<file path="config.mk">
export PLATFORM = sky130hd
export DESIGN_NAME = fir_delay_line
export DESIGN_NICKNAME = d
export VERILOG_FILES = /design/src/fir_pkg.sv /design/src/fir_delay_line.sv
export VERILOG_INCLUDE_DIRS = /design/src
export SDC_FILE = /design/constraint.sdc
export NUM_CORES = 1
export LEC_CHECK = 0
export BUFFER_PORTS_ARGS = -buffer_cell sky130_fd_sc_hd__buf_2
export CELL_PAD_IN_SITES_DETAIL_PLACEMENT = 0
export CELL_PAD_IN_SITES_GLOBAL_PLACEMENT = 1
export CORE_MARGIN = 8
export CORE_UTILIZATION = 38
export DETAILED_ROUTE_END_ITERATION = 8
export PLACE_DENSITY_LB_ADDON = 0.05
export REMOVE_ABC_BUFFERS = 1
export SYNTH_ARGS = -nofsm -noshare
export SYNTH_HDL_FRONTEND = slang
export SYNTH_SLANG_ARGS = --single-unit
</file>
<file path="constraint.sdc">
create_clock -name clk -period 0.9 [get_ports clk]
set_clock_uncertainty 0.15 [all_clocks]
set_input_delay 0.27 -clock clk [delete_from_list [all_inputs] [get_ports clk]]
set_output_delay 0.27 -clock clk [all_outputs]
set_load 0.005 [all_outputs]
</file>
<file path="src/fir_macros.svh">
`ifndef FIR_MACROS_SVH
`define FIR_MACROS_SVH

// Width of one sample word, a sign bit plus a 15-bit magnitude
`define FIR_WIDTH 16

// Fractional bits of the fixed-point format
// A magnitude of 16384 stands for 1.0
`define FIR_FRAC 14

// Number of filter taps
`define FIR_TAPS 15

// Two's complement sum width
// 15 products below 1.0 each fit with room to spare
`define FIR_ACC_WIDTH 20

// Coefficient word, a sign bit plus a 16-bit magnitude
`define FIR_COEF_WIDTH 17

`endif

</file>
<file path="src/fir_pkg.sv">
`include "fir_macros.svh"

package fir_pkg;

	// One sample word, read either whole or as sign and magnitude
	typedef union packed
	{
		logic [`FIR_WIDTH-1:0] raw; // Whole word, as the delay line and the ports carry it
		struct packed
		{
			logic                  sign; // 1 means negative
			logic [`FIR_WIDTH-2:0] mag;  // Magnitude with FIR_FRAC fractional bits
		} sm;
	} sample_u;

	// One coefficient word, with one more magnitude bit than a sample
	typedef union packed
	{
		logic [`FIR_COEF_WIDTH-1:0] raw;
		struct packed
		{
			logic                       sign;
			logic [`FIR_COEF_WIDTH-2:0] mag;
		} sm;
	} coef_u;

	// High-pass coefficient set, 15 taps, symmetric around tap 7
	// Signs alternate with even taps negative
	// The magnitudes add up to 7355, well below 1.0 (16384)
	localparam coef_u fir_coefs [`FIR_TAPS] = '{
		{1'b1, 16'd154}, // Tap 0
		{1'b0, 16'd218},
		{1'b1, 16'd339},
		{1'b0, 16'd472},
		{1'b1, 16'd601},
		{1'b0, 16'd709},
		{1'b1, 16'd781},
		{1'b0, 16'd807}, // Centre tap
		{1'b1, 16'd781},
		{1'b0, 16'd709},
		{1'b1, 16'd601},
		{1'b0, 16'd472},
		{1'b1, 16'd339},
		{1'b0, 16'd218},
		{1'b1, 16'd154}  // Tap 14
	};

endpackage

</file>
<file path="src/fir_delay_line.sv">
`timescale 1ns/100ps
`include "fir_macros.svh"

// Sample window of the filter
// Entry 0 holds the newest sample and entry FIR_TAPS-1 the oldest
module fir_delay_line
(
	input  logic             clk,
	input  logic             arst_n,
	input  fir_pkg::sample_u x,               // New sample, taken on every rising edge
	output fir_pkg::sample_u taps [`FIR_TAPS] // Current window of samples
);

	// The whole window moves one place older on each edge
	always_ff @(posedge clk or negedge arst_n)
	begin
		if (!arst_n)
		begin
			for (int i = 0; i < `FIR_TAPS; i++)
			begin
				taps[i] <= '0; // An empty window filters to zero
			end
		end
		else
		begin
			for (int i = `FIR_TAPS - 1; i > 0; i--)
			begin
				taps[i] <= taps[i-1]; // Older samples shift down
			end
			taps[0].raw <= x.raw; // The sign bit travels along with the word
		end
	end

endmodule

</file>
[After elaboration in Yosys (flattened, before gate mapping)]
Cells that the tools add are included.
Cells by class
  div/mod/pow operators: 0
  shift-type cells: 0
  $lt $le $gt $ge: 0
  $mul: 0
  reductions and logical operators: 0
  muxes and demuxes: 0
  add/sub/neg operators: 0
  bitwise gates (word level): 0
  eq/ne operators: 0
Word-level totals
  ROM bits: 0
  bits of input ports: 18
  memories kept: 0
  logic and storage cells: 15
  bits in registers: 240
  latch bits: 0
  memory bits (writable): 0

[Logic depth before layout (Yosys ltp)]
  depth in word-level cells: 0
  depth in mapped cells: 0
  depth with buffers taken out: 0

[Worst setup path after synthesis]
Ideal clock, no wire load.
  kind: reg2out
  from: reg taps[100] (netlist name)
  to: out taps[100] (netlist name)
  path buffers: 0
  data required time: 0.480 ns
  setup slack: 0.120 ns
  cell stages (with the launch flop): 1
  arrival time: 0.360 ns
  path through: dfrtp_1
RTL lines
  start, declared: line fir_delay_line.sv:11  | output fir_pkg::sample_u taps [`FIR_TAPS]
  start signal, assigned by index: line fir_delay_line.sv:28  | taps[i] <= taps[i-1];
No word-level cell between the ends.

[Worst setup path in the final report]
  from: reg taps[117] (netlist name)
  to: out taps[117] (netlist name)
No word-level cell between the ends.

==> results.md <==
* Via/cell ratio at 4.02
* GRT Total Usage at 13.6%
* Multi-In Gates at 0
* Synthesized area per cell at around 25 um^2
* Sequential share of the synthesized area at 100%
* Initial drt markers at 63
* Slowest CP cell: dfrtp_1
* First-pass GRT wire length at 21.1 mm
* PortBufs at 257
* Netlist Area Pre-Place at 6010 um^2
* Vias in the first global route at 3888
* Placer Congestion at 0.718
* Crit. End Element: primary output
* Cts bufs inserted at 25
* Worst path cell trace: buf_2
* Slew Viols, Final at 0
* Final TNS setup at -125.37 ns
* Post-synth cell types at 1
* VDD IR max at 1.46 mV
* Max reg flops at 240
* Worst Setup Start Kind: flip-flop
* Worst setup margin at -0.567 ns
* Hold WC Path Type: input port to async pin
* Worst slew margin at a little over four fifths
* Minimum clock period at 1.47 ns
* Crit-path leading delay family: flip-flops
* Core outline area at 15700 um^2
* Finish-stage setup viols at 244
* Hold_ws at 0.0631 ns
* Final cell count without fillers at around 900
* Dpl cells at approximately 770
* Outcome: finished, violations left
* F_max at 0.682 GHz
* CTS tree: yes
* RSZ-0062 raised after global routing: true
* Synth Area in XOR/XNOR at 0%
* Maximum fanout along the worst path at 2
* Slowest stage delay, CP at 0.40 ns
* I/O pin count at 258
* Post-synthesis mux area share at 0%
* CP Launch Point: taps[117]
* CTS root buf: clkbuf_16
* Fin crit share at 163%
* Clk_lat worst skew at roughly 0.51 ns
* Via count of the routed design at 3626
* Synth Instances at 240
* # rows at 46
* Reg2reg start: taps[186]
* CP arrival at 1.05 ns
* Final hold vios at 0
* Synth Area in Simple Gates at 0%
* Slew @ Worst Pin at between 0.2 and 0.25 ns
* Buffers from clock root to sink, at most at 3
* Die ar. at ~20000 um^2
* Largest net degree at the start of global routing at 41
* Fraction of layout cells with a size suffix above 1 at 61.5%
* DRC viols at 0
* Layout area overhead at 60.8%
* R2R Setup Slk at -0.09 ns
* Fillcell total at 1248
* Number of synthesized register bits at 240
* Largest registers: taps: 240 flops
* Final Cell Area at 9660 um^2
* Leakage at between 0.004 and 0.005 uW
* Bufs and invs on worst path at 1
* Post-synthesis compound-gate area fraction at 0%
* Crit path required time at around 0.48 ns
* Chip Height at approximately 140 um
* WL/cell at 15.7 um
* Final WL at 14.2 mm
* Max-cap violations at 0
* Number of diodes at 0
* Setup CP Type: flip-flop to primary output
* Worst-path clk slew at 0.06 ns
* # nets final at 687
* Drt pass-1 iters at 4
* PD cells at 2370 nW/um^2
* Synth warnings at 0
* Starting Density at 38.4%
* Gr ovfl total at 0
* Adder-Cell Fraction of Synth Area at 0%
* Reg-to-reg endpoint: taps[170]
* Placement Setup Slack at -0.0477 ns
* Antenna-violating nets left at 0
* H-Tree Depth at 1
* Antenna violations before repair at 0
* Area after DPL at 8030 um^2
* Multi-input logic area at 0 um^2
* Clock sink count at 240
* Die X-Extent at 142 um
* FF-to-FF path depth at 3
* Biggest register: taps
* HPWL Detailed at 9.96 mm
* Failing checks: setup timing
synthesized netlist by cell type:
cell type	instances	area, um^2
dfrtp_1	240	6010
worst max path at each step:
stage | cells past startpoint | end
after floorplan | 0 | taps[100]
after global placement | 1 | taps[117]
after detailed placement | 1 | taps[117]
after CTS | 1 | taps[117]
after global routing | 1 | taps[117]
final | 1 | taps[117]
stage by stage:
| stage | util [%] | total power, uW |
|---|---|---|
| 4_1_cts | 59.8 | 23100 |
| 3_3_place_gp | 51.3 | 13000 |
| 6_report | 61.7 | 22900 |
| 2_1_floorplan | - | 11800 |
| 5_1_grt | 61.7 | 23800 |
| 3_5_place_dp | 51.3 | 13000 |
cells in the final DEF, fill, tap and decap left out:
cell,Yosys,layout
buf_8,0,1
clkbuf_1,0,7
buf_16,0,1
inv_6,0,1
dfrtp_1,240,240
buf_2,0,250
buf_4,0,111
buf_6,0,18
buf_12,0,4
clkbuf_8,0,7
clkbuf_16,0,25
bufinv_16,0,1
dlygate4sd3_1,0,17
clkinv_2,0,3
report_power, final:
group / internal, uW / total [uW] / switching (uW) / leakage [uW]
Combinational: 840 / 1500 / 661 / 0.00175
Clock: 5960 / 9780 / 3810 / 0.000397
Sequential: 11300 / 11600 / 248 / 0.00280
cell families (layout without fill, tap and decap cells):
logic type	after synthesis	in the layout
flops	240	240
buf+inv	0	446
area by class of cell:
| cell class | instances | area [um^2] | area share, % |
|---|---|---|---|
| Clock inverter | 5 | 53.8 | 0.557 |
| Clock buffer | 39 | 748 | 7.75 |
| Tap cell | 216 | 270 | 2.80 |
| Timing Repair Buffer | 402 | 2580 | 26.7 |
| Sequential cell | 240 | 6010 | 62.2 |
what timing repair did:
action / CTS / global route
hold buffers: 17 / 0
hold endpoints to repair: 256 / 0
gates resized for setup: 1 / 18
setup buffers: 47 / 31
pin swaps: 0 / 0
endpoints found under the setup margin: 240 / 274
layer usage:
layer | up-vias | global-route usage (%) | wire (um)
met3 | 15 | 6.72 | 1800
met5 | - | 0 | 0
li1 | 1639 | - | -
met2 | 176 | 22.9 | 6930
met1 | 1796 | 15.0 | 5250
met4 | 0 | 3.96 | 187
No activity file was read; power rests on OpenSTA's default activity.
