## config.mk

```make
export PLATFORM = sky130hd
export DESIGN_NAME = fir_adder
export DESIGN_NICKNAME = d
export VERILOG_FILES = /design/src/fir_adder.sv
export VERILOG_INCLUDE_DIRS = /design/src
export SDC_FILE = /design/constraint.sdc
export NUM_CORES = 1
export LEC_CHECK = 0
export ABC_AREA = 1
export BUFFER_PORTS_ARGS = -buffer_cell sky130_fd_sc_hd__buf_2
export CAP_MARGIN = 25
export CORE_MARGIN = 5
export CORE_UTILIZATION = 45
export DETAILED_ROUTE_END_ITERATION = 7
export GPL_TIMING_DRIVEN = 0
export PLACE_DENSITY = 0.78
export SYNTH_ARGS = -nofsm -noshare
export SYNTH_HDL_FRONTEND = slang
export SYNTH_SLANG_ARGS = --single-unit
export TNS_END_PERCENT = 5
```

## constraint.sdc

```tcl
create_clock -name clk -period 0.8 [get_ports clk]
set_input_delay 0.16 -clock clk [delete_from_list [all_inputs] [get_ports clk]]
set_output_delay 0.16 -clock clk [all_outputs]
set_load 0.1 [all_outputs]
```

## src/fir_macros.svh

```systemverilog
`ifndef FIR_MACROS_SVH
`define FIR_MACROS_SVH

// Width of one sample word, a sign bit plus a 15-bit magnitude
`define FIR_WIDTH 16

// Fractional bits of the fixed-point format
// A magnitude of 16384 stands for 1.0
`define FIR_FRAC 14

// Number of filter taps
`define FIR_TAPS 15

// Two's complement sum width
// 15 products below 1.0 each fit with room to spare
`define FIR_ACC_WIDTH 20

// Coefficient word, a sign bit plus a 16-bit magnitude
`define FIR_COEF_WIDTH 17

`endif

```

## src/fir_adder.sv

```systemverilog
`timescale 1ns/100ps
`include "fir_macros.svh"

// Summation stage
// Adds the tap products in a chain and registers the total one edge later
module fir_adder
(
	input  logic                             clk,
	input  logic                             arst_n,
	input  logic signed [`FIR_ACC_WIDTH-1:0] products [`FIR_TAPS], // One product per tap
	output logic signed [`FIR_ACC_WIDTH-1:0] acc                   // Registered sum
);

	logic signed [`FIR_ACC_WIDTH-1:0] sum; // Combinational total of the current window

	// Tap 0 first, then each following tap added to the running total
	always_comb
	begin
		sum = products[0];
		for (int i = 1; i < `FIR_TAPS; i++)
		begin
			sum = sum + products[i]; // Width holds any sum of products below 1.0
		end
	end

	always_ff @(posedge clk or negedge arst_n)
	begin
		if (!arst_n)
		begin
			acc <= '0;
		end
		else
		begin
			acc <= sum; // Window whose newest sample came in one edge earlier
		end
	end

	// The output word can only hold a magnitude below 1.0
	// This holds as long as the coefficient magnitudes stay below 1.0 in total
	a_acc_range: assert property (
		@(posedge clk) disable iff (!arst_n)
		(acc < (1 << `FIR_FRAC)) && (acc > -(1 << `FIR_FRAC))
	)
	else
		$error("Filter sum %0d is out of the output range", acc);

endmodule

```

# [After elaboration in Yosys (flattened, before gate mapping)]
# Index checks and enable logic that the tools add are counted.
[totals] out_inout_bits=20 wordCells=15 in_bits=302 ff_bits=20
[classes] add_sub_neg=14
[op_table] op="$add A20 B20 Y20" count=14

# [Longest topological paths before layout]
# Gate-level depths: netlist of run 1.
[logic_depth] ltp_word=14 depth_mapped=24 mapped_depth_nobuf=24

# [Worst setup path before layout of run 1]
# OpenSTA, ideal clock, no wires.
[synth_timing] kind="in2reg" startpoint="in products[242] (netlist bit)" endpoint="reg acc[12]" required_time_ps=683 path_buffers=0 path_stages=22 t_arrival_ps=4661 setup_slack_ps=-3977 cell_sequence="inv_1 > fa_1 > fa_1 > inv_1 > fa_1 > fa_1 > inv_1 > fa_1 > inv_1 > fa_1 > ha_1 > fa_1 > nand3_1 > nand2_2 > a21oi_2 > o21bai_2 > nand3_2 > nand2_2 > nand2_2 > nand2_1 > nand2_1 > nand2_1"
[synth_via] elab_chain_cells=13
[synth_rtl] item="start, declared" line="fir_adder.sv:10" rtl="input logic signed [`FIR_ACC_WIDTH-1:0] products [`FIR_TAPS],"
[synth_rtl] item="$add A20 B20 Y20 (13 in a row)" line="fir_adder.sv:22" rtl="sum = sum + products[i];"
[synth_rtl] item="via sum[12]" line="fir_adder.sv:14" rtl="logic signed [`FIR_ACC_WIDTH-1:0] sum;"
[synth_rtl] item="end signal, assigned" line="fir_adder.sv:34" rtl="acc <= sum;"
[synth_rtl] item="end, declared" line="fir_adder.sv:11" rtl="output logic signed [`FIR_ACC_WIDTH-1:0] acc"
# The timed path passes the listed nets, and every way through them passes these cells.

# [Worst setup path in the final report of run 1]
[layout_timing] startpoint="in products[122] (netlist bit)" endpoint="reg acc[12]"
[layout_via] elab_chain_cells=7
[layout_rtl] item="$add A20 B20 Y20 (7 in a row)" line="fir_adder.sv:22"
[layout_rtl] item="via sum[12]" line="fir_adder.sv:14"
# The timed path passes the listed nets, and every way through them passes these cells.

==> results of run 1 <==
[cells in the mapped netlist, types with 3 or more instances]
| master | number | area share, % |
|---|---|---|
| xor2_1 | 16 | 1.7 |
| nand2_2 | 16 | 1.2 |
| o21bai_2 | 3 | 0.42 |
| a21oi_2 | 3 | 0.33 |
| dfrtp_1 | 20 | 6.2 |
| fa_1 | 237 | 59 |
| a21oi_1 | 16 | 1.0 |
| o21ai_0 | 4 | 0.25 |
| nand3_1 | 16 | 1.0 |
| inv_1 | 386 | 18 |
| ha_1 | 24 | 3.7 |
| nor2_1 | 19 | 0.89 |
| nand4_1 | 3 | 0.23 |
| nand2_1 | 78 | 3.6 |
| xnor2_1 | 5 | 0.54 |
[routing by layer]
| layer | routed length, um | vias up |
|---|---|---|
| li1 | - | 2961 |
| met1 | 6730 | 3025 |
| met2 | 11400 | 250 |
| met3 | 1510 | 22 |
| met4 | 348 | 0 |
| met5 | 0 | - |
[worst max-delay path, cell delays in order]
cell,delay [ps]
buf_6,90
fa_1,530
inv_1,50
fa_1,490
inv_2,40
fa_1,490
fa_1,500
inv_1,50
fa_1,490
inv_1,50
fa_1,480
ha_4,190
fa_2,350
nand3_2,90
nand2_4,70
a21oi_2,130
o21bai_2,100
nand3_2,90
nand2_4,70
nand2_2,80
nand2_2,50
nand2_1,50
nand2_1,50
[cells by family (layout without fill, tap and decap cells)]
kind of cell	after synthesis	count (layout)	share of synthesized area [%]
AND/OR/NAND/NOR	140	140	7.78
AO/OA/AOI/OAI	35	35	2.94
XOR/XNOR	21	21	2.29
buffers and inverters	387	715	18.1
adder cells (fa/ha/maj)	261	261	62.7
other	0	1	0
flip-flops	20	20	6.22
[cell type report]
cell class                      count  share of cell area (%)
Multi-Input combinational cell    457                    59.8
Timing Repair Buffer              324                    18.0
Inverter                          387                    13.8
Sequential cell                    20                    4.72
Tap cell                          225                    2.66
Clock buffer                        3                   0.709
Clock inverter                      1                   0.283
Antenna cell                        1                  0.0236
[path summary, 6_finish.rpt]
check / start / to / slack [ps] / cells after the start
max: products[122] / acc[12] / -3790 / 23
min: arst_n / acc[19] / -130 / 1
max in group asynchronous: arst_n / acc[6] / 570 / 1
min in group clk: products[280] / acc[1] / 290 / 3
[stage by stage]
step | cells | utilization, % | setup slack (ps) | hold slack (ps) | TNS (ps)
6_report | 1418 | 60.8 | -3790 | -127 | -69360
5_1_grt | 1418 | 60.8 | -3940 | -78.4 | -72360
4_1_cts | 1417 | 59.8 | -3840 | -106 | -70370
3_5_place_dp | 1410 | 57.2 | -4180 | 167 | -74800
3_3_place_gp | 1410 | 57.2 | -4190 | 169 | -74860
2_1_floorplan | 864 | - | -3780 | -136 | -70540
[what timing repair did]
item | in CTS | in global routing
setup buffers | 3 | 0
endpoints found under the setup margin | 40 | 40
pin swaps | 14 | 9
hold endpoints to repair | 20 | 20
resized for setup | 89 | 33
==> flow_summary.yaml, run 1 <==
worst_setup_path:
  cp.arrival_ps: 4740
  critical_path_class: "in2reg"
  worstPathRequired_ps: 950
  path_max_fanout: 3
  critPathLaunchType: "primary input"
  end_kind: "flip-flop"
finish:
  largest_reg_flops: 20
  multi_input_area_mm2: 0.00634
  num-fill-cells: 1432
  mostFrequentLayoutCell: "inv_1"
  seq_area_um2: 500
  nets: 1756
  layout_common_cells: "375 x inv_1, 297 x buf_2, 233 x fa_1"
  postLayoutCellArea_mm2: 0.0106
  layout-drive-gt1-share_pct: 33.8
  reg_top3: "acc (20)"
  area_growth_pct: 31.7
  regMostFlops: "acc"
sta:
  max_freq_mhz: 218
  worstMarginPinSlew_ps: 519
  rsz0062_at_grt: "yes"
  setup_violations: 40
  drv_slew: 0
  min_period_ps: 4590
  final_hold_viol_count: 20
  fin_crit_sh_pct: 574
  whs_ps: -127
  fin_ws_ps: -3790
  relSlewSlack_pct: 65.4
floorplanning:
  die_x_um: 144
  core_area_mm2: 0.0174
  fp.dieH_um: 144
  start_util_pct: 46.2
  core.rowCount: 48
  io_pins: 322
  die_area_mm2: 0.0206
clock_tree:
  numClockSinks: 20
  numCtsBuffers: 3
  cts_max_path_buffers: 2
  clkTransAtPathRegs_ps: 60
  cts-root-buf: "clkbuf_16"
  cts_tree: "built"
  cts_htree_levels: 1
min_path:
  min_path_type: "in2async"
status:
  failed_checks: "hold timing, setup timing"
  status: "complete, but fails checks"
logic_synthesis:
  yosysSeqAreaShare_pct: 6.22
  avgSynthCellArea_um2: 9.31
  synthArstFlopShare_pct: 100
  syn-num-nets: 1427
  syn_inst: 864
  ys_ff_latch: 20
  synth.distinct_cells: 29
  yosysWarnings: 0
  synthFlopType: "dfrtp_1"
  synth_edf_count: 0
  syn_area_mm2: 0.00804
global_routing:
  grt_pass1_wl_um: 31700
  first_global_vias: 7196
  grt.overflow.total: 0
  grt_use_total_pct: 19.2
  grt_max_degree: 21
  use_met1_pct: 21.7
  antenna_found_initial: 1
  grt-busiest-layer: "met2"
  grtUsageMet2_pct: 38.2
  grt_util_met3_pct: 2.60
flow_run:
  cap_violations: 0
routing:
  detail-route-antenna-nets: 0
  viasPerCell: 4.41
  initialDrtViolationCount: 137
  drc: 0
  post_drt_wl_per_cell_um: 14.1
  dr.pass1.iters: 4
  vias: 6258
  wl_um: 20000
placement:
  place_hpwl_um: 19200
  io_buffer_count: 321
  postPlaceCellArea_mm2: 0.00996
  gp_congestion: 0.889
Power of run 1 is left out: the tool's default activity adds up to more than one toggle a clock period on the data nets, which glitch-free logic cannot reach.
==> run 2: changes to the inputs <==
- BUFFER_PORTS_ARGS: -buffer_cell sky130_fd_sc_hd__buf_2 -> not set
- DONT_BUFFER_PORTS: not set -> 1
- PLACE_DENSITY: 0.78 -> not set
==> flow_summary.yaml, run 2 (same netlist as run 1, synthesis figures left out) <==
status:
  status: "complete, but fails checks"
  failed_checks: "hold timing, setup timing"
worst_setup_path:
  path_max_fanout: 3
  worstPathRequired_ps: 950
  path_cells: "inv_8, fa_1, fa_1, inv_2, fa_1, fa_1, inv_1, fa_1, inv_2, fa_1, ha_4, fa_2, nand3_2, nand2_4, a21oi_2, o21bai_2, nand3_2, nand2_4, nand2_4, nand2_2, nand2_1, nand2_1"
  crit_top_cell: "fa_1"
  critPathLaunchType: "primary input"
  cp.arrival_ps: 4650
  cp_top_family: "adder cells"
  critical_path_class: "in2reg"
  cp_num_buf_inv: 4
  slowest_delay_ps: 560
  end_kind: "flip-flop"
  worst_path_max_delay_cell: "fa_1"
sta:
  final_hold_viol_count: 7
  fin_tns_setup_ps: -68910
  rsz0062_at_grt: "yes"
  whs_ps: -91.3
  fin_crit_sh_pct: 563
  min_period_ps: 4500
  drv_slew: 0
  fin_ws_ps: -3700
  setup_violations: 40
  max_freq_mhz: 222
  worstMarginPinSlew_ps: 921
  relSlewSlack_pct: 38.6
finish:
  num-fill-cells: 1617
  layout-drive-gt1-share_pct: 11.3
  nets: 1438
  area_growth_pct: 9.60
  seq_area_um2: 572
  layout_common_cells: "378 x inv_1, 234 x fa_1, 75 x nand2_1"
  multi_input_area_mm2: 0.00633
  reg_top3: "acc (20)"
  largest_reg_flops: 20
  diodes: 0
  mostFrequentLayoutCell: "inv_1"
  regMostFlops: "acc"
global_routing:
  grt.overflow.total: 0
  antenna_found_initial: 0
  first_global_vias: 5846
  grt_max_degree: 21
  grt_pass1_wl_um: 27100
  grt_use_total_pct: 16.5
routing:
  initialDrtViolationCount: 66
  wl_um: 16800
  detail-route-antenna-nets: 0
  vias: 4934
  post_drt_wl_per_cell_um: 15.3
  drc: 0
  dr.pass1.iters: 4
  viasPerCell: 4.49
clock_tree:
  numCtsBuffers: 3
  cts_tree: "built"
  cts-root-buf: "clkbuf_16"
  cts_max_path_buffers: 2
  cts_htree_levels: 1
  numClockSinks: 20
  ctsHoldBuffers: 1
  clkTransAtPathRegs_ps: 60
floorplanning:
  fp.dieH_um: 144
  io_pins: 322
  die_area_mm2: 0.0206
  core_area_mm2: 0.0174
  die_x_um: 144
  start_util_pct: 46.2
  core.rowCount: 48
min_path:
  min_path_type: "in2async"
placement:
  io_buffer_count: 0
  gp_congestion: 0.805
  place_hpwl_um: 16500
flow_run:
  cap_violations: 0
==> run 2: final timing paths <==
check	depth (start not counted)	slack, ps	endpoint	from
max in group asynchronous	2	430	acc[6]	arst_n
min in group clk	2	220	acc[1]	products[280]
worst max-delay path	22	-3700	acc[18]	products[242]
worst min-delay path	1	-90	acc[4]	arst_n
==> run 2: final cells by class <==
type | count | area share, %
Clock buffer | 3 | 0.852
Inverter | 387 | 16.6
Tap cell | 225 | 3.19
Timing Repair Buffer | 6 | 0.653
Clock inverter | 1 | 0.341
Multi-Input combinational cell | 457 | 71.8
Sequential cell | 20 | 6.49
==> run 2: per-stage QoR <==
step / hold WS (ps) / util (%) / instance area, um^2 / cells / setup slack [ps]
2_1_floorplan: -136 / - / 8080 / 864 / -3780
3_3_place_gp: -135 / 48.0 / 8360 / 1089 / -4070
3_5_place_dp: -135 / 48.0 / 8360 / 1089 / -4050
4_1_cts: 227 / 50.2 / 8750 / 1097 / -3760
5_1_grt: -59.3 / 50.6 / 8820 / 1099 / -3940
6_report: -91.3 / 50.6 / 8820 / 1099 / -3700
==> run 2: layer usage <==
| layer | share of wire (%) | vias to the layer above | global-route usage [%] |
|---|---|---|---|
| met5 | 0 | - | 0 |
| met4 | 0.53 | 0 | 1.49 |
| met3 | 7.2 | 6 | 2.36 |
| met2 | 57 | 205 | 33.0 |
| met1 | 35 | 2400 | 19.2 |
| li1 | - | 2323 | - |
==> run 2: what timing repair did <==
action,4_1_cts,5_1_grt
endpoints found under the setup margin,40,53
gates cloned,0,0
gates resized for setup,65,19
hold endpoints to repair,20,7
setup buffers,3,1
pin swaps,25,6
Power of run 2 is left out for the same reason.
==> run 3: changes to the inputs <==
- CORE_UTILIZATION: 45 -> 33
- SETUP_SLACK_MARGIN: not set -> 0.4
- SLEW_MARGIN: not set -> 5
==> flow_summary.yaml, run 3 (same netlist as run 1, synthesis figures left out) <==
status:
  status: "complete, but fails checks"
  failed_checks: "hold timing, setup timing"
placement:
  io_buffer_count: 0
  place_hpwl_um: 18100
  gp_congestion: 0.889
sta:
  worstMarginPinSlew_ps: 322
  drv_slew: 0
  setup_violations: 40
  whs_ps: -405
  final_hold_viol_count: 20
  fin_crit_sh_pct: 562
  rsz0062_at_grt: "yes"
  max_freq_mhz: 222
  fin_ws_ps: -3700
  min_period_ps: 4500
  relSlewSlack_pct: 78.4
floorplanning:
  core.rowCount: 57
  fp.dieH_um: 166
  die_area_mm2: 0.0276
  die_x_um: 166
  io_pins: 322
  core_area_mm2: 0.0242
  start_util_pct: 33.3
routing:
  viasPerCell: 4.16
  wl_um: 18300
  initialDrtViolationCount: 108
  detail-route-antenna-nets: 0
  drc: 0
  vias: 4992
  dr.pass1.iters: 4
  post_drt_wl_per_cell_um: 15.3
clock_tree:
  numClockSinks: 20
  numCtsBuffers: 3
  cts_htree_levels: 1
  cts_max_path_buffers: 2
  cts_tree: "built"
  cts-root-buf: "clkbuf_16"
  clkTransAtPathRegs_ps: 70
global_routing:
  grt_max_degree: 21
  grt.overflow.total: 0
  first_global_vias: 5913
  grt_pass1_wl_um: 30000
  grt_use_total_pct: 13.5
  antenna_found_initial: 1
min_path:
  min_path_type: "in2async"
worst_setup_path:
  cp_num_buf_inv: 4
  slowest_delay_ps: 570
  critical_path_class: "in2reg"
  worstPathRequired_ps: 950
  path_max_fanout: 3
  path_cells: "inv_8, fa_1, fa_1, inv_1, fa_1, fa_1, inv_1, fa_1, inv_1, fa_1, ha_4, fa_2, nand3_2, nand2_4, a21oi_2, o21bai_2, nand3_2, nand2_4, nand2_4, nand2_1, nand2_1, nand2_1"
  cp_top_family: "adder cells"
  end_kind: "flip-flop"
  critPathLaunchType: "primary input"
  crit_top_cell: "fa_1"
  worst_path_max_delay_cell: "fa_1"
  cp.arrival_ps: 4650
flow_run:
  cap_violations: 0
finish:
  num-fill-cells: 2407
  area_growth_pct: 11.5
  nets: 1439
  seq_area_um2: 576
  largest_reg_flops: 20
  reg_top3: "acc (20)"
  layout-drive-gt1-share_pct: 11.4
  regMostFlops: "acc"
  mostFrequentLayoutCell: "inv_1"
  layout_common_cells: "376 x inv_1, 236 x fa_1, 77 x nand2_1"
  multi_input_area_mm2: 0.00636
run 3: final timing paths:
path	startpoint	end	slack, ps	cells after the start
worst max-delay path	products[222]	acc[18]	-3700	22
worst min-delay path	arst_n	acc[12]	-410	0
max in group asynchronous	arst_n	acc[11]	1110	0
min in group clk	products[280]	acc[1]	200	2
run 3: area by class of cell:
cell class / instances / area share, %
clock buffers: 3 / 0.837
clock inverters: 1 / 0.335
diodes: 1 / 0.0279
inverters: 387 / 16.3
multi-input cells: 457 / 70.9
flip-flops and latches: 20 / 6.42
well taps: 324 / 4.52
repair buffers: 7 / 0.628
run 3: timing repair:
| item | in CTS | in global routing |
|---|---|---|
| pin swaps | 19 | 14 |
| hold endpoints to repair | 20 | 20 |
| endpoints found under the setup margin | 40 | 40 |
| gates resized for setup | 61 | 26 |
| gates cloned | 0 | 0 |
| buffers inserted | 5 | 2 |
run 3: stage by stage:
step                setup TNS [ps]  area, um^2  worst slack (ps)  cells  utilization, %
global route                -71970        8970             -3880   1200            37.1
detailed placement          -76810        8480             -4190   1188            35.1
global placement            -77100        8480             -4180   1188            35.1
floorplan                   -70540        8080             -3780    864               -
finish                      -68940        8970             -3700   1200            37.1
CTS                         -70420        8800             -3740   1197            36.4
run 3: per-layer routing:
metal / GRT usage, % / vias to the layer above / part of all wire, %
met5: 0 / - / 0
met4: 2.22 / 0 / 0.84
met3: 2.24 / 6 / 6.1
met2: 25.4 / 225 / 55
met1: 16.6 / 2434 / 38
li1: - / 2327 / -
Power of run 3 is left out for the same reason.
