$ cat config.mk
export PLATFORM = sky130hd
export DESIGN_NAME = fir_tap_mult
export DESIGN_NICKNAME = d
export VERILOG_FILES = /design/src/fir_pkg.sv /design/src/fir_tap_mult.sv
export VERILOG_INCLUDE_DIRS = /design/src
export SDC_FILE = /design/constraint.sdc
export NUM_CORES = 1
export LEC_CHECK = 0
export BUFFER_PORTS_ARGS = -buffer_cell sky130_fd_sc_hd__buf_2
export CAP_MARGIN = 10
export CORE_MARGIN = 8
export CORE_UTILIZATION = 55
export DETAILED_ROUTE_END_ITERATION = 12
export PLACE_DENSITY = 0.73
export SLEW_MARGIN = 5
export SYNTH_ARGS = -nofsm -noshare
export SYNTH_HDL_FRONTEND = slang
export SYNTH_SLANG_ARGS = --single-unit
$ cat constraint.sdc
create_clock -name vclk -period 11.02
set_input_delay 2.204 -clock vclk [all_inputs]
set_output_delay 2.204 -clock vclk [all_outputs]
set_load 0.01 [all_outputs]
$ cat src/fir_macros.svh
`ifndef FIR_MACROS_SVH
`define FIR_MACROS_SVH

// Width of one sample word, a sign bit plus a 15-bit magnitude
`define FIR_WIDTH 16

// Fractional bits of the fixed-point format
// A magnitude of 16384 stands for 1.0
`define FIR_FRAC 14

// Number of filter taps
`define FIR_TAPS 15

// Two's complement sum width
// 15 products below 1.0 each fit with room to spare
`define FIR_ACC_WIDTH 20

// Coefficient word, a sign bit plus a 16-bit magnitude
`define FIR_COEF_WIDTH 17

`endif

$ cat src/fir_pkg.sv
`include "fir_macros.svh"

package fir_pkg;

	// One sample word, read either whole or as sign and magnitude
	typedef union packed
	{
		logic [`FIR_WIDTH-1:0] raw; // Whole word, as the delay line and the ports carry it
		struct packed
		{
			logic                  sign; // 1 means negative
			logic [`FIR_WIDTH-2:0] mag;  // Magnitude with FIR_FRAC fractional bits
		} sm;
	} sample_u;

	// One coefficient word, with one more magnitude bit than a sample
	typedef union packed
	{
		logic [`FIR_COEF_WIDTH-1:0] raw;
		struct packed
		{
			logic                       sign;
			logic [`FIR_COEF_WIDTH-2:0] mag;
		} sm;
	} coef_u;

	// High-pass coefficient set, 15 taps, symmetric around tap 7
	// Signs alternate with even taps negative
	// The magnitudes add up to 7355, well below 1.0 (16384)
	localparam coef_u fir_coefs [`FIR_TAPS] = '{
		{1'b1, 16'd154}, // Tap 0
		{1'b0, 16'd218},
		{1'b1, 16'd339},
		{1'b0, 16'd472},
		{1'b1, 16'd601},
		{1'b0, 16'd709},
		{1'b1, 16'd781},
		{1'b0, 16'd807}, // Centre tap
		{1'b1, 16'd781},
		{1'b0, 16'd709},
		{1'b1, 16'd601},
		{1'b0, 16'd472},
		{1'b1, 16'd339},
		{1'b0, 16'd218},
		{1'b1, 16'd154}  // Tap 14
	};

endpackage

$ cat src/fir_tap_mult.sv
`timescale 1ns/100ps
`include "fir_macros.svh"

// One tap of the filter
// Multiplies a sign-magnitude sample by a sign-magnitude coefficient in fixed point
// and hands the result on in two's complement, so the sum after it is exact
module fir_tap_mult
(
	input  fir_pkg::sample_u                   sample,  // Sample from the delay line
	input  fir_pkg::coef_u                     coef,    // Fixed coefficient of this tap
	output logic signed [`FIR_ACC_WIDTH-1:0]   product  // Product in two's complement
);

	import fir_pkg::*;

	// Top bit of the full magnitude product, 15 x 16 bits
	localparam int prod_top = `FIR_WIDTH + `FIR_COEF_WIDTH - 3;

	logic [prod_top:0]               mag_full; // Product before the fraction is dropped
	sample_u                         prod_sm;  // Product back in the sample format
	logic signed [`FIR_ACC_WIDTH-1:0] prod_ext; // Magnitude widened to the sum width

	assign mag_full = sample.sm.mag * coef.sm.mag; // Plain unsigned multiply of magnitudes

	always_comb
	begin
		// Shifting right by FIR_FRAC truncates toward zero
		prod_sm.sm.mag  = mag_full[`FIR_FRAC +: `FIR_WIDTH-1];
		// Signs differ gives a negative product, but a zero result stays positive
		prod_sm.sm.sign = (sample.sm.sign ^ coef.sm.sign) && (prod_sm.sm.mag != '0);
	end

	assign prod_ext = {{(`FIR_ACC_WIDTH - `FIR_WIDTH + 1){1'b0}}, prod_sm.sm.mag};

	assign product = prod_sm.sm.sign ? -prod_ext : prod_ext; // Negate for a negative product

	// Every coefficient is below 1.0, so the shifted product never needs more than the
	// 15 magnitude bits of a sample; the bits above that field must stay clear
	always_comb
	begin
		assert ((|mag_full[prod_top : `FIR_FRAC + `FIR_WIDTH - 1]) !== 1'b1)
		else
			$error("Tap product magnitude does not fit the sample magnitude field");
	end

endmodule

Yosys cells after proc, flatten, opt, wreduce, memory -nomap -nowiden. Index checks and enable logic that the tools add are counted.

Bits in registers: 0. Input port bits: 33. Output and inout port bits: 20. Word-level logic and storage cells: 6.

Add/subtract/negate cells: 1. $mul: 1. Muxes and demuxes: 1. Bitwise gates (word level): 1. Reduce and logical (&&, ||, !) cells: 2.

Operators with widths (count): multiplier 15 x 16 -> 29 bit (1); two-way mux 20 bit (1); negator 15 -> 20 bit (1); nonzero test 15 bit (1); logical AND 1 bit (1); XOR 1 bit (1).

Longest topological paths before layout. Gate-level depths: netlist of the first run.

Depth after elaboration: 4. Mapped depth: 28. Mapped depth without buffers: 26.

Worst setup path after synthesis of the first run. OpenSTA, ideal clock, no wires.

Path type: input to output. From: input port sample[9] in the netlist's numbering. To: output port product[1]. Arrival time: 8339 ps. Required time: 8816 ps. Slack: 477 ps. Cell stages on the path: 20. Path buffers: 1. Cell sequence: clkbuf_1 nand2_1 fa_1 inv_1 fa_1 fa_1 fa_1 fa_1 inv_1 fa_1 inv_1 ha_1 a21oi_1 o21ai_1 and2_1 or4b_1 and4bb_4 a211oi_4 a21o_4 mux2_4.

Cells in the longest elaborated chain, start to end: 4. Elaborated cells on any way between the ends: 5.

Ends and longest elaborated chain: start, declared (line fir_tap_mult.sv:9) `input fir_pkg::sample_u sample,`; multiplier 15 x 16 -> 29 bit (*) (line fir_tap_mult.sv:23) `assign mag_full = sample.sm.mag * coef.sm.mag;`; branches (longest 2 deep; another with negator 15 -> 20 bit); two-way mux 20 bit (*) (line fir_tap_mult.sv:35) `assign product = prod_sm.sm.sign ? -prod_ext : prod_ext;`; end, declared (line fir_tap_mult.sv:11) `` output logic signed [`FIR_ACC_WIDTH-1:0] product ``.

Every way passes the cells marked *.

Worst setup path after layout of the first run.
From: input port coef[9] in the netlist's numbering. To: output port product[1].

Cells in the longest elaborated chain, start to end: 4. Elaborated cells on any way between the ends: 5.

Ends and longest elaborated chain: start, declared (line fir_tap_mult.sv:10) `input fir_pkg::coef_u coef,`; multiplier 15 x 16 -> 29 bit (*) (line fir_tap_mult.sv:23); branches (longest 2 deep; another with negator 15 -> 20 bit); two-way mux 20 bit (*) (line fir_tap_mult.sv:35).

Marked as above.

==> Implementation_results.wiki, run 1 <==
{| class="wikitable"
! Metric !! Value
|-
| Result of the run || complete, no violations
|-
| Worst path setup slack after routing || 0.217 ns
|-
| Utilization of the core after routing || 62.2%
|-
| Share of the clock period used by the worst path after layout || 98.0%
|-
| FFs & Latches || 0
|-
| Number of warnings reported in the yosys synthesis log || 0
|-
| Net count of the finished layout || 1380
|-
| Area used by sequential logic in the layout || 0 µm²
|-
| Slew @ Worst Pin || 0.768 ns
|-
| Avg Synthesized Cell Area || 8.37 µm²
|-
| CP arrival || 8.60 ns
|-
| Final routed wire length divided by cell count || 16.6 µm
|-
| Hold Path Sink || product[6]
|-
| Wire length of the first global-routing pass || 35300 µm
|-
| Share of cells above drive strength 1 || 14.6%
|-
| Initial antenna violation count || 0
|-
| Setup_tns || 0 ns
|-
| Max-Slew Margin vs Limit || 48.4%
|-
| Hold Startpoint || sample[15]
|-
| Achievable clock frequency || 0.0926 GHz
|-
| DRT Pass-1 Iters || 5
|-
| Drt via density || 5.60
|-
| Full die area || 19800 µm²
|-
| Setup-violating endpoint count in the final report || 0
|-
| Sequential share of the synthesized area || 0%
|-
| Vertical die dimension || 141 µm
|-
| Clock Buffer Count || 0
|-
| Number of pins with negative max-slew slack in the final report || 0
|-
| Global Route Usage Sum || 21.6%
|-
| Type of the worst min-delay path || in -> out
|-
| Number of standard-cell rows in the floorplan || 45
|-
| Antenna Diode Count || 0
|-
| Ports || 53
|-
| Netlist area before placement || 8530 µm²
|-
| Iter 0 DRT Violations || 376
|-
| Final Hold Vio Count || 0
|-
| Beginning of the critical path || coef[9]
|-
| Via count of the first global-routing pass || 7334
|-
| Time the final worst path needs with I/O delays and setup || 10.80 ns
|-
| MaxCap Viol Count || 0
|-
| Number of cells produced by synthesis || 1020
|-
| Worst EP required || 8.82 ns
|-
| Count of input and output buffers || 53
|-
| Core footprint || 15200 µm²
|-
| Count of different cell masters after synthesis || 66
|-
| Critical Path End Type || output pin
|-
| Detailed-route DRC error count || 0
|-
| Final weighted congestion of routability-driven global placement || 0.938
|-
| Area delta synth->final || 10.9%
|-
| Net count of the mapped netlist || 1313
|-
| HPWL Detailed || 18200 µm
|-
| Pin count of the biggest net entering global routing || 17
|-
| Routed Antenna Nets || 0
|-
| Total wirelength of the detailed-routed design || 21100 µm
|-
| Total grt overflow || 0
|-
| Worst setup timing slack at the placement stage || 0.0982 ns
|-
| Total vias in the final route || 7129
|-
| Width of the die || 141 µm
|-
| Starting density of the core || 56.1%
|-
| Startpoint kind of the worst setup timing path || input port
|-
| Critical path fanouts, max || 8
|-
| Instance count along the most critical hold path || 5
|-
| Unrepaired setup endpoints after global routing || yes
|-
| Kind of critical path || in -> out
|-
| Total of hold buffers inserted after clock tree synthesis || 0
|}
## critical path, stage by stage
cell and delay [ns]:
sky130_fd_sc_hd__buf_2 0.17, sky130_fd_sc_hd__and2_1 0.20, sky130_fd_sc_hd__fa_1 0.52, sky130_fd_sc_hd__inv_1 0.06
sky130_fd_sc_hd__fa_1 0.54, sky130_fd_sc_hd__inv_1 0.06, sky130_fd_sc_hd__fa_1 0.50, sky130_fd_sc_hd__inv_1 0.06
sky130_fd_sc_hd__fa_1 0.55, sky130_fd_sc_hd__inv_1 0.06, sky130_fd_sc_hd__fa_1 0.48, sky130_fd_sc_hd__inv_1 0.05
sky130_fd_sc_hd__fa_1 0.36, sky130_fd_sc_hd__inv_1 0.06, sky130_fd_sc_hd__ha_1 0.30, sky130_fd_sc_hd__a21oi_4 0.25
sky130_fd_sc_hd__o21ai_0 0.19, sky130_fd_sc_hd__nor2_1 0.21, sky130_fd_sc_hd__a21o_1 0.19, sky130_fd_sc_hd__or4b_1 0.44
sky130_fd_sc_hd__and4bb_4 0.24, sky130_fd_sc_hd__a211oi_4 0.25, sky130_fd_sc_hd__a21o_4 0.22, sky130_fd_sc_hd__mux2_4 0.30
sky130_fd_sc_hd__buf_2 0.14
## placed cells by master, fill, tap and decap left out, types with 3 or more instances in the layout
cell	n
sky130_fd_sc_hd__nor3_2	3
sky130_fd_sc_hd__buf_2	49
sky130_fd_sc_hd__and4_1	4
sky130_fd_sc_hd__nand3_1	9
sky130_fd_sc_hd__a311oi_1	3
sky130_fd_sc_hd__a31oi_1	5
sky130_fd_sc_hd__o2111ai_1	3
sky130_fd_sc_hd__o211ai_1	10
sky130_fd_sc_hd__nand2_1	137
sky130_fd_sc_hd__ha_1	76
sky130_fd_sc_hd__ha_2	4
sky130_fd_sc_hd__a21o_1	9
sky130_fd_sc_hd__nor3_1	10
sky130_fd_sc_hd__a21oi_1	23
sky130_fd_sc_hd__and2_1	133
sky130_fd_sc_hd__inv_1	215
sky130_fd_sc_hd__o211a_1	3
sky130_fd_sc_hd__o21a_1	3
sky130_fd_sc_hd__xnor2_1	14
sky130_fd_sc_hd__clkbuf_4	3
sky130_fd_sc_hd__nor2_1	20
sky130_fd_sc_hd__a21oi_2	9
sky130_fd_sc_hd__xor2_1	7
sky130_fd_sc_hd__fa_1	178
sky130_fd_sc_hd__nand4_1	7
sky130_fd_sc_hd__o21ai_0	16
sky130_fd_sc_hd__and3_1	5
sky130_fd_sc_hd__o21ai_1	5
sky130_fd_sc_hd__a211o_1	6
sky130_fd_sc_hd__buf_4	52
sky130_fd_sc_hd__or3_1	3
## cells by family after synthesis
group	share of synthesized area, %
compound gates	10.9
xor+xnor	2.16
fa+ha+maj	53.8
buf+inv	11.4
mux	0.411
simple gates	21.4
## metrics by stage
step,cell area [µm²],instances,hold WS (ns)
2_1_floorplan,8530,1020,4.66
3_3_place_gp,9220,1267,4.93
6_report,9460,1273,4.95
3_5_place_dp,9220,1267,4.93
4_1_cts,9220,1267,4.93
5_1_grt,9460,1273,4.98
## layer usage
metal  global-route usage, %  routed length [µm]
met3                    1.63                1070
met2                    38.5               10800
met1                    28.0                8730
met5                       0                   0
met4                    4.92                 479
## synth_stat cells (all sizes together) (2+ instances only)
cell	count	area, µm²
a211o	6	52.6
a211oi	4	42.5
a21bo	2	20.0
a21o	10	82.6
a21oi	33	176
a221o	2	20.0
a22o	2	17.5
a22oi	2	28.8
a311oi	3	26.3
a31oi	5	31.3
and2	135	845
and3	5	31.3
and4	4	35.0
buf	4	20.0
clkbuf	36	135
fa	178	3560
ha	82	1030
inv	217	815
mux2i	2	20.0
nand2	139	522
nand2b	2	12.5
nand3	9	45.0
nand4	8	56.3
nor2	20	75.1
nor3	15	91.3
nor3b	2	15.0
o2111ai	3	26.3
o211a	3	30.0
o211ai	10	75.1
o21a	4	30.0
o21ai	22	110
o31ai	4	35.0
o41ai	2	17.5
or3	5	36.3
or4	2	15.0
xnor2	14	123
xor2	7	61.3
## worst max path at each step
stage / end
after floorplan: product[1]
after global placement: product[7]
after detailed placement: product[7]
after CTS: product[7]
after global routing: product[14]
final: product[1]
## what timing repair did
item	4_1_cts	5_1_grt
setup endpoints to repair	0	14
gates resized for setup	0	45
setup buffers	0	6
## cell type report
class              count  area [µm²]
multi-input cells    763        7740
fillers             1340        5740
inverters            217         815
repair buffers       105         669
well taps            188         235
Power of run 1 is not shown: default switching activity piles up to over one toggle a cycle in this logic, so the estimate is an artifact.
==> run 2, diff against run 1 <==
REMOVE_ABC_BUFFERS = 1   (was unset)
==> Implementation_results.wiki, run 2 (synthesized netlist as in run 1, its figures left out) <==
{| class="wikitable"
! Metric !! Value
|-
| Initial antenna violation count || 2 (+2)
|-
| Number of pins with negative max-slew slack in the final report || 0 (unchanged)
|-
| Most frequent standard cell in the layout excluding fill and tap cells || sky130_fd_sc_hd__inv_1
|-
| Instance count along the most critical hold path || 5 (unchanged)
|-
| Setup_tns || 0 ns (unchanged)
|-
| Final weighted congestion of routability-driven global placement || 0.939 (about the same)
|-
| Slew @ Worst Pin || 0.763 ns (-0.00531 ns)
|-
| DRT Pass-1 Iters || 5 (unchanged)
|-
| Critical Path End Type || output pin
|-
| Worst path setup slack after routing || 0.239 ns (+0.0226 ns)
|-
| Starting density of the core || 56.1% (unchanged)
|-
| Routed Antenna Nets || 0 (unchanged)
|-
| Achievable clock frequency || 0.0928 GHz (+0.21%)
|-
| Clock Buffer Count || 0 (unchanged)
|-
| Max-Slew Margin vs Limit || 48.8% (+0.36 points)
|-
| Hold Path Sink || product[6]
|-
| Net count of the finished layout || 1377 (-0.22%)
|-
| Buffering stage count on the worst path with inverters included || 8 (unchanged)
|-
| Crit path top cell by count || sky130_fd_sc_hd__fa_1
|-
| Multi-input combinational cell area || 7780 µm² (+0.52%)
|-
| Full die area || 19800 µm² (unchanged)
|-
| Iter 0 DRT Violations || 371 (-1.3%)
|-
| HPWL Detailed || 18700 µm (+2.8%)
|-
| Area delta synth->final || 11.0%
|-
| Share of the clock period used by the worst path after layout || 97.8% (-0.21 points)
|-
| Worst EP required || 8.82 ns (about the same)
|-
| Library cell contributing the largest single delay on the critical path || sky130_fd_sc_hd__fa_1
|-
| MaxCap Viol Count || 0 (unchanged)
|-
| Startpoint kind of the worst setup timing path || input port
|-
| Wire length of the first global-routing pass || 36800 µm (+4.0%)
|-
| Total grt overflow || 0 (unchanged)
|-
| Crit path max-delay family || adder cells
|-
| Total vias in the final route || 7082 (-0.66%)
|-
| Width of the die || 141 µm (unchanged)
|-
| Pin count of the biggest net entering global routing || 17 (unchanged)
|-
| Fill cell count || 1351 (+0.82%)
|-
| Critical path fanouts, max || 9 (+1)
|-
| Number of standard-cell rows in the floorplan || 45 (unchanged)
|-
| CP arrival || 8.58 ns (-0.02 ns)
|-
| Kind of critical path || in -> out
|-
| Core footprint || 15200 µm² (unchanged)
|-
| Total wirelength of the detailed-routed design || 21500 µm (+2.0%)
|-
| Via count of the first global-routing pass || 7329 (-0.068%)
|-
| Antenna Diode Count || 0 (unchanged)
|-
| Vertical die dimension || 141 µm (unchanged)
|-
| Area used by sequential logic in the layout || 0 µm² (unchanged)
|-
| Worst setup timing slack at the placement stage || 0.0526 ns (-0.0455 ns)
|-
| Result of the run || complete, no violations
|-
| Detailed-route DRC error count || 0 (unchanged)
|-
| Total of hold buffers inserted after clock tree synthesis || 0 (unchanged)
|-
| Setup-violating endpoint count in the final report || 0 (unchanged)
|-
| Commonest cells after routing, fill and taps aside || 215 x sky130_fd_sc_hd__inv_1, 178 x sky130_fd_sc_hd__fa_1, 138 x sky130_fd_sc_hd__nand2_1, 134 x sky130_fd_sc_hd__and2_1, 78 x sky130_fd_sc_hd__ha_1
|-
| Final Hold Vio Count || 0 (unchanged)
|-
| Type of the worst min-delay path || in -> out
|-
| Ports || 53 (unchanged)
|-
| Final routed wire length divided by cell count || 17.0 µm (+2.2%)
|-
| Delay of the slowest cell on the worst path || 0.57 ns (+0.02 ns)
|-
| Hold Startpoint || sample[15]
|-
| Global Route Usage Sum || 22.4% (+0.84 points)
|-
| FFs & Latches || 0 (unchanged)
|-
| Drt via density || 5.58 (-0.42%)
|-
| Count of input and output buffers || 53 (unchanged)
|-
| Share of cells above drive strength 1 || 14.6% (+0.040 points)
|-
| Time the final worst path needs with I/O delays and setup || 10.78 ns (-0.0226 ns)
|}
## run 2: changes by cell type in the layout (fill, tap and decap cells not counted), moves of 2 or more
cell,before,now
sky130_fd_sc_hd__ha_1,76,78
sky130_fd_sc_hd__ha_2,4,1
sky130_fd_sc_hd__o21ai_1,5,7
sky130_fd_sc_hd__o21ai_0,16,14
sky130_fd_sc_hd__a311oi_2,0,2
sky130_fd_sc_hd__a311oi_1,3,1
## run 2: stage by stage
stage / std cells / area, µm² / hold WS [ns] / util (%)
final: 1270 / 9470 / 4.95 / 62.3
after detailed placement: 1264 / 9200 / 4.93 / 60.5
after floorplan: 980 / 8380 / 4.66 / -
after global routing: 1270 / 9470 / 4.99 / 62.3
after global placement: 1264 / 9200 / 4.95 / 60.5
after CTS: 1264 / 9200 / 4.94 / 60.5
## run 2: how the worst max path moves through the flow
stage	slack, ns	to	cells after the start	startpoint
2_1_floorplan	0.69	product[1]	25	coef[10]
3_3_place_gp	0.07	product[1]	23	sample[5]
3_5_place_dp	0.05	product[1]	22	sample[5]
6_report	0.24	product[12]	25	coef[9]
5_1_grt	-0.05	product[13]	26	coef[9]
4_1_cts	0.04	product[1]	22	sample[5]
## run 2: cell type report
type               count  share of cell area, %
repair buffers       102                   6.79
well taps            188                   2.48
inverters            217                   8.60
multi-input cells    763                   82.1
## run 2: what timing repair did
item / CTS / global route
setup buffers: 0 / 6
setup endpoints to repair: 0 / 15
gates resized for setup: 0 / 53
## run 2: routing by layer
metal	track usage (%)	routed length (µm)	part of all wire [%]
met4	3.34	391	1.8
met5	0	26	0.12
met3	2.89	1050	4.9
met2	38.7	10500	49
met1	30.1	9520	44
Power of run 2 is left out for the same reason.
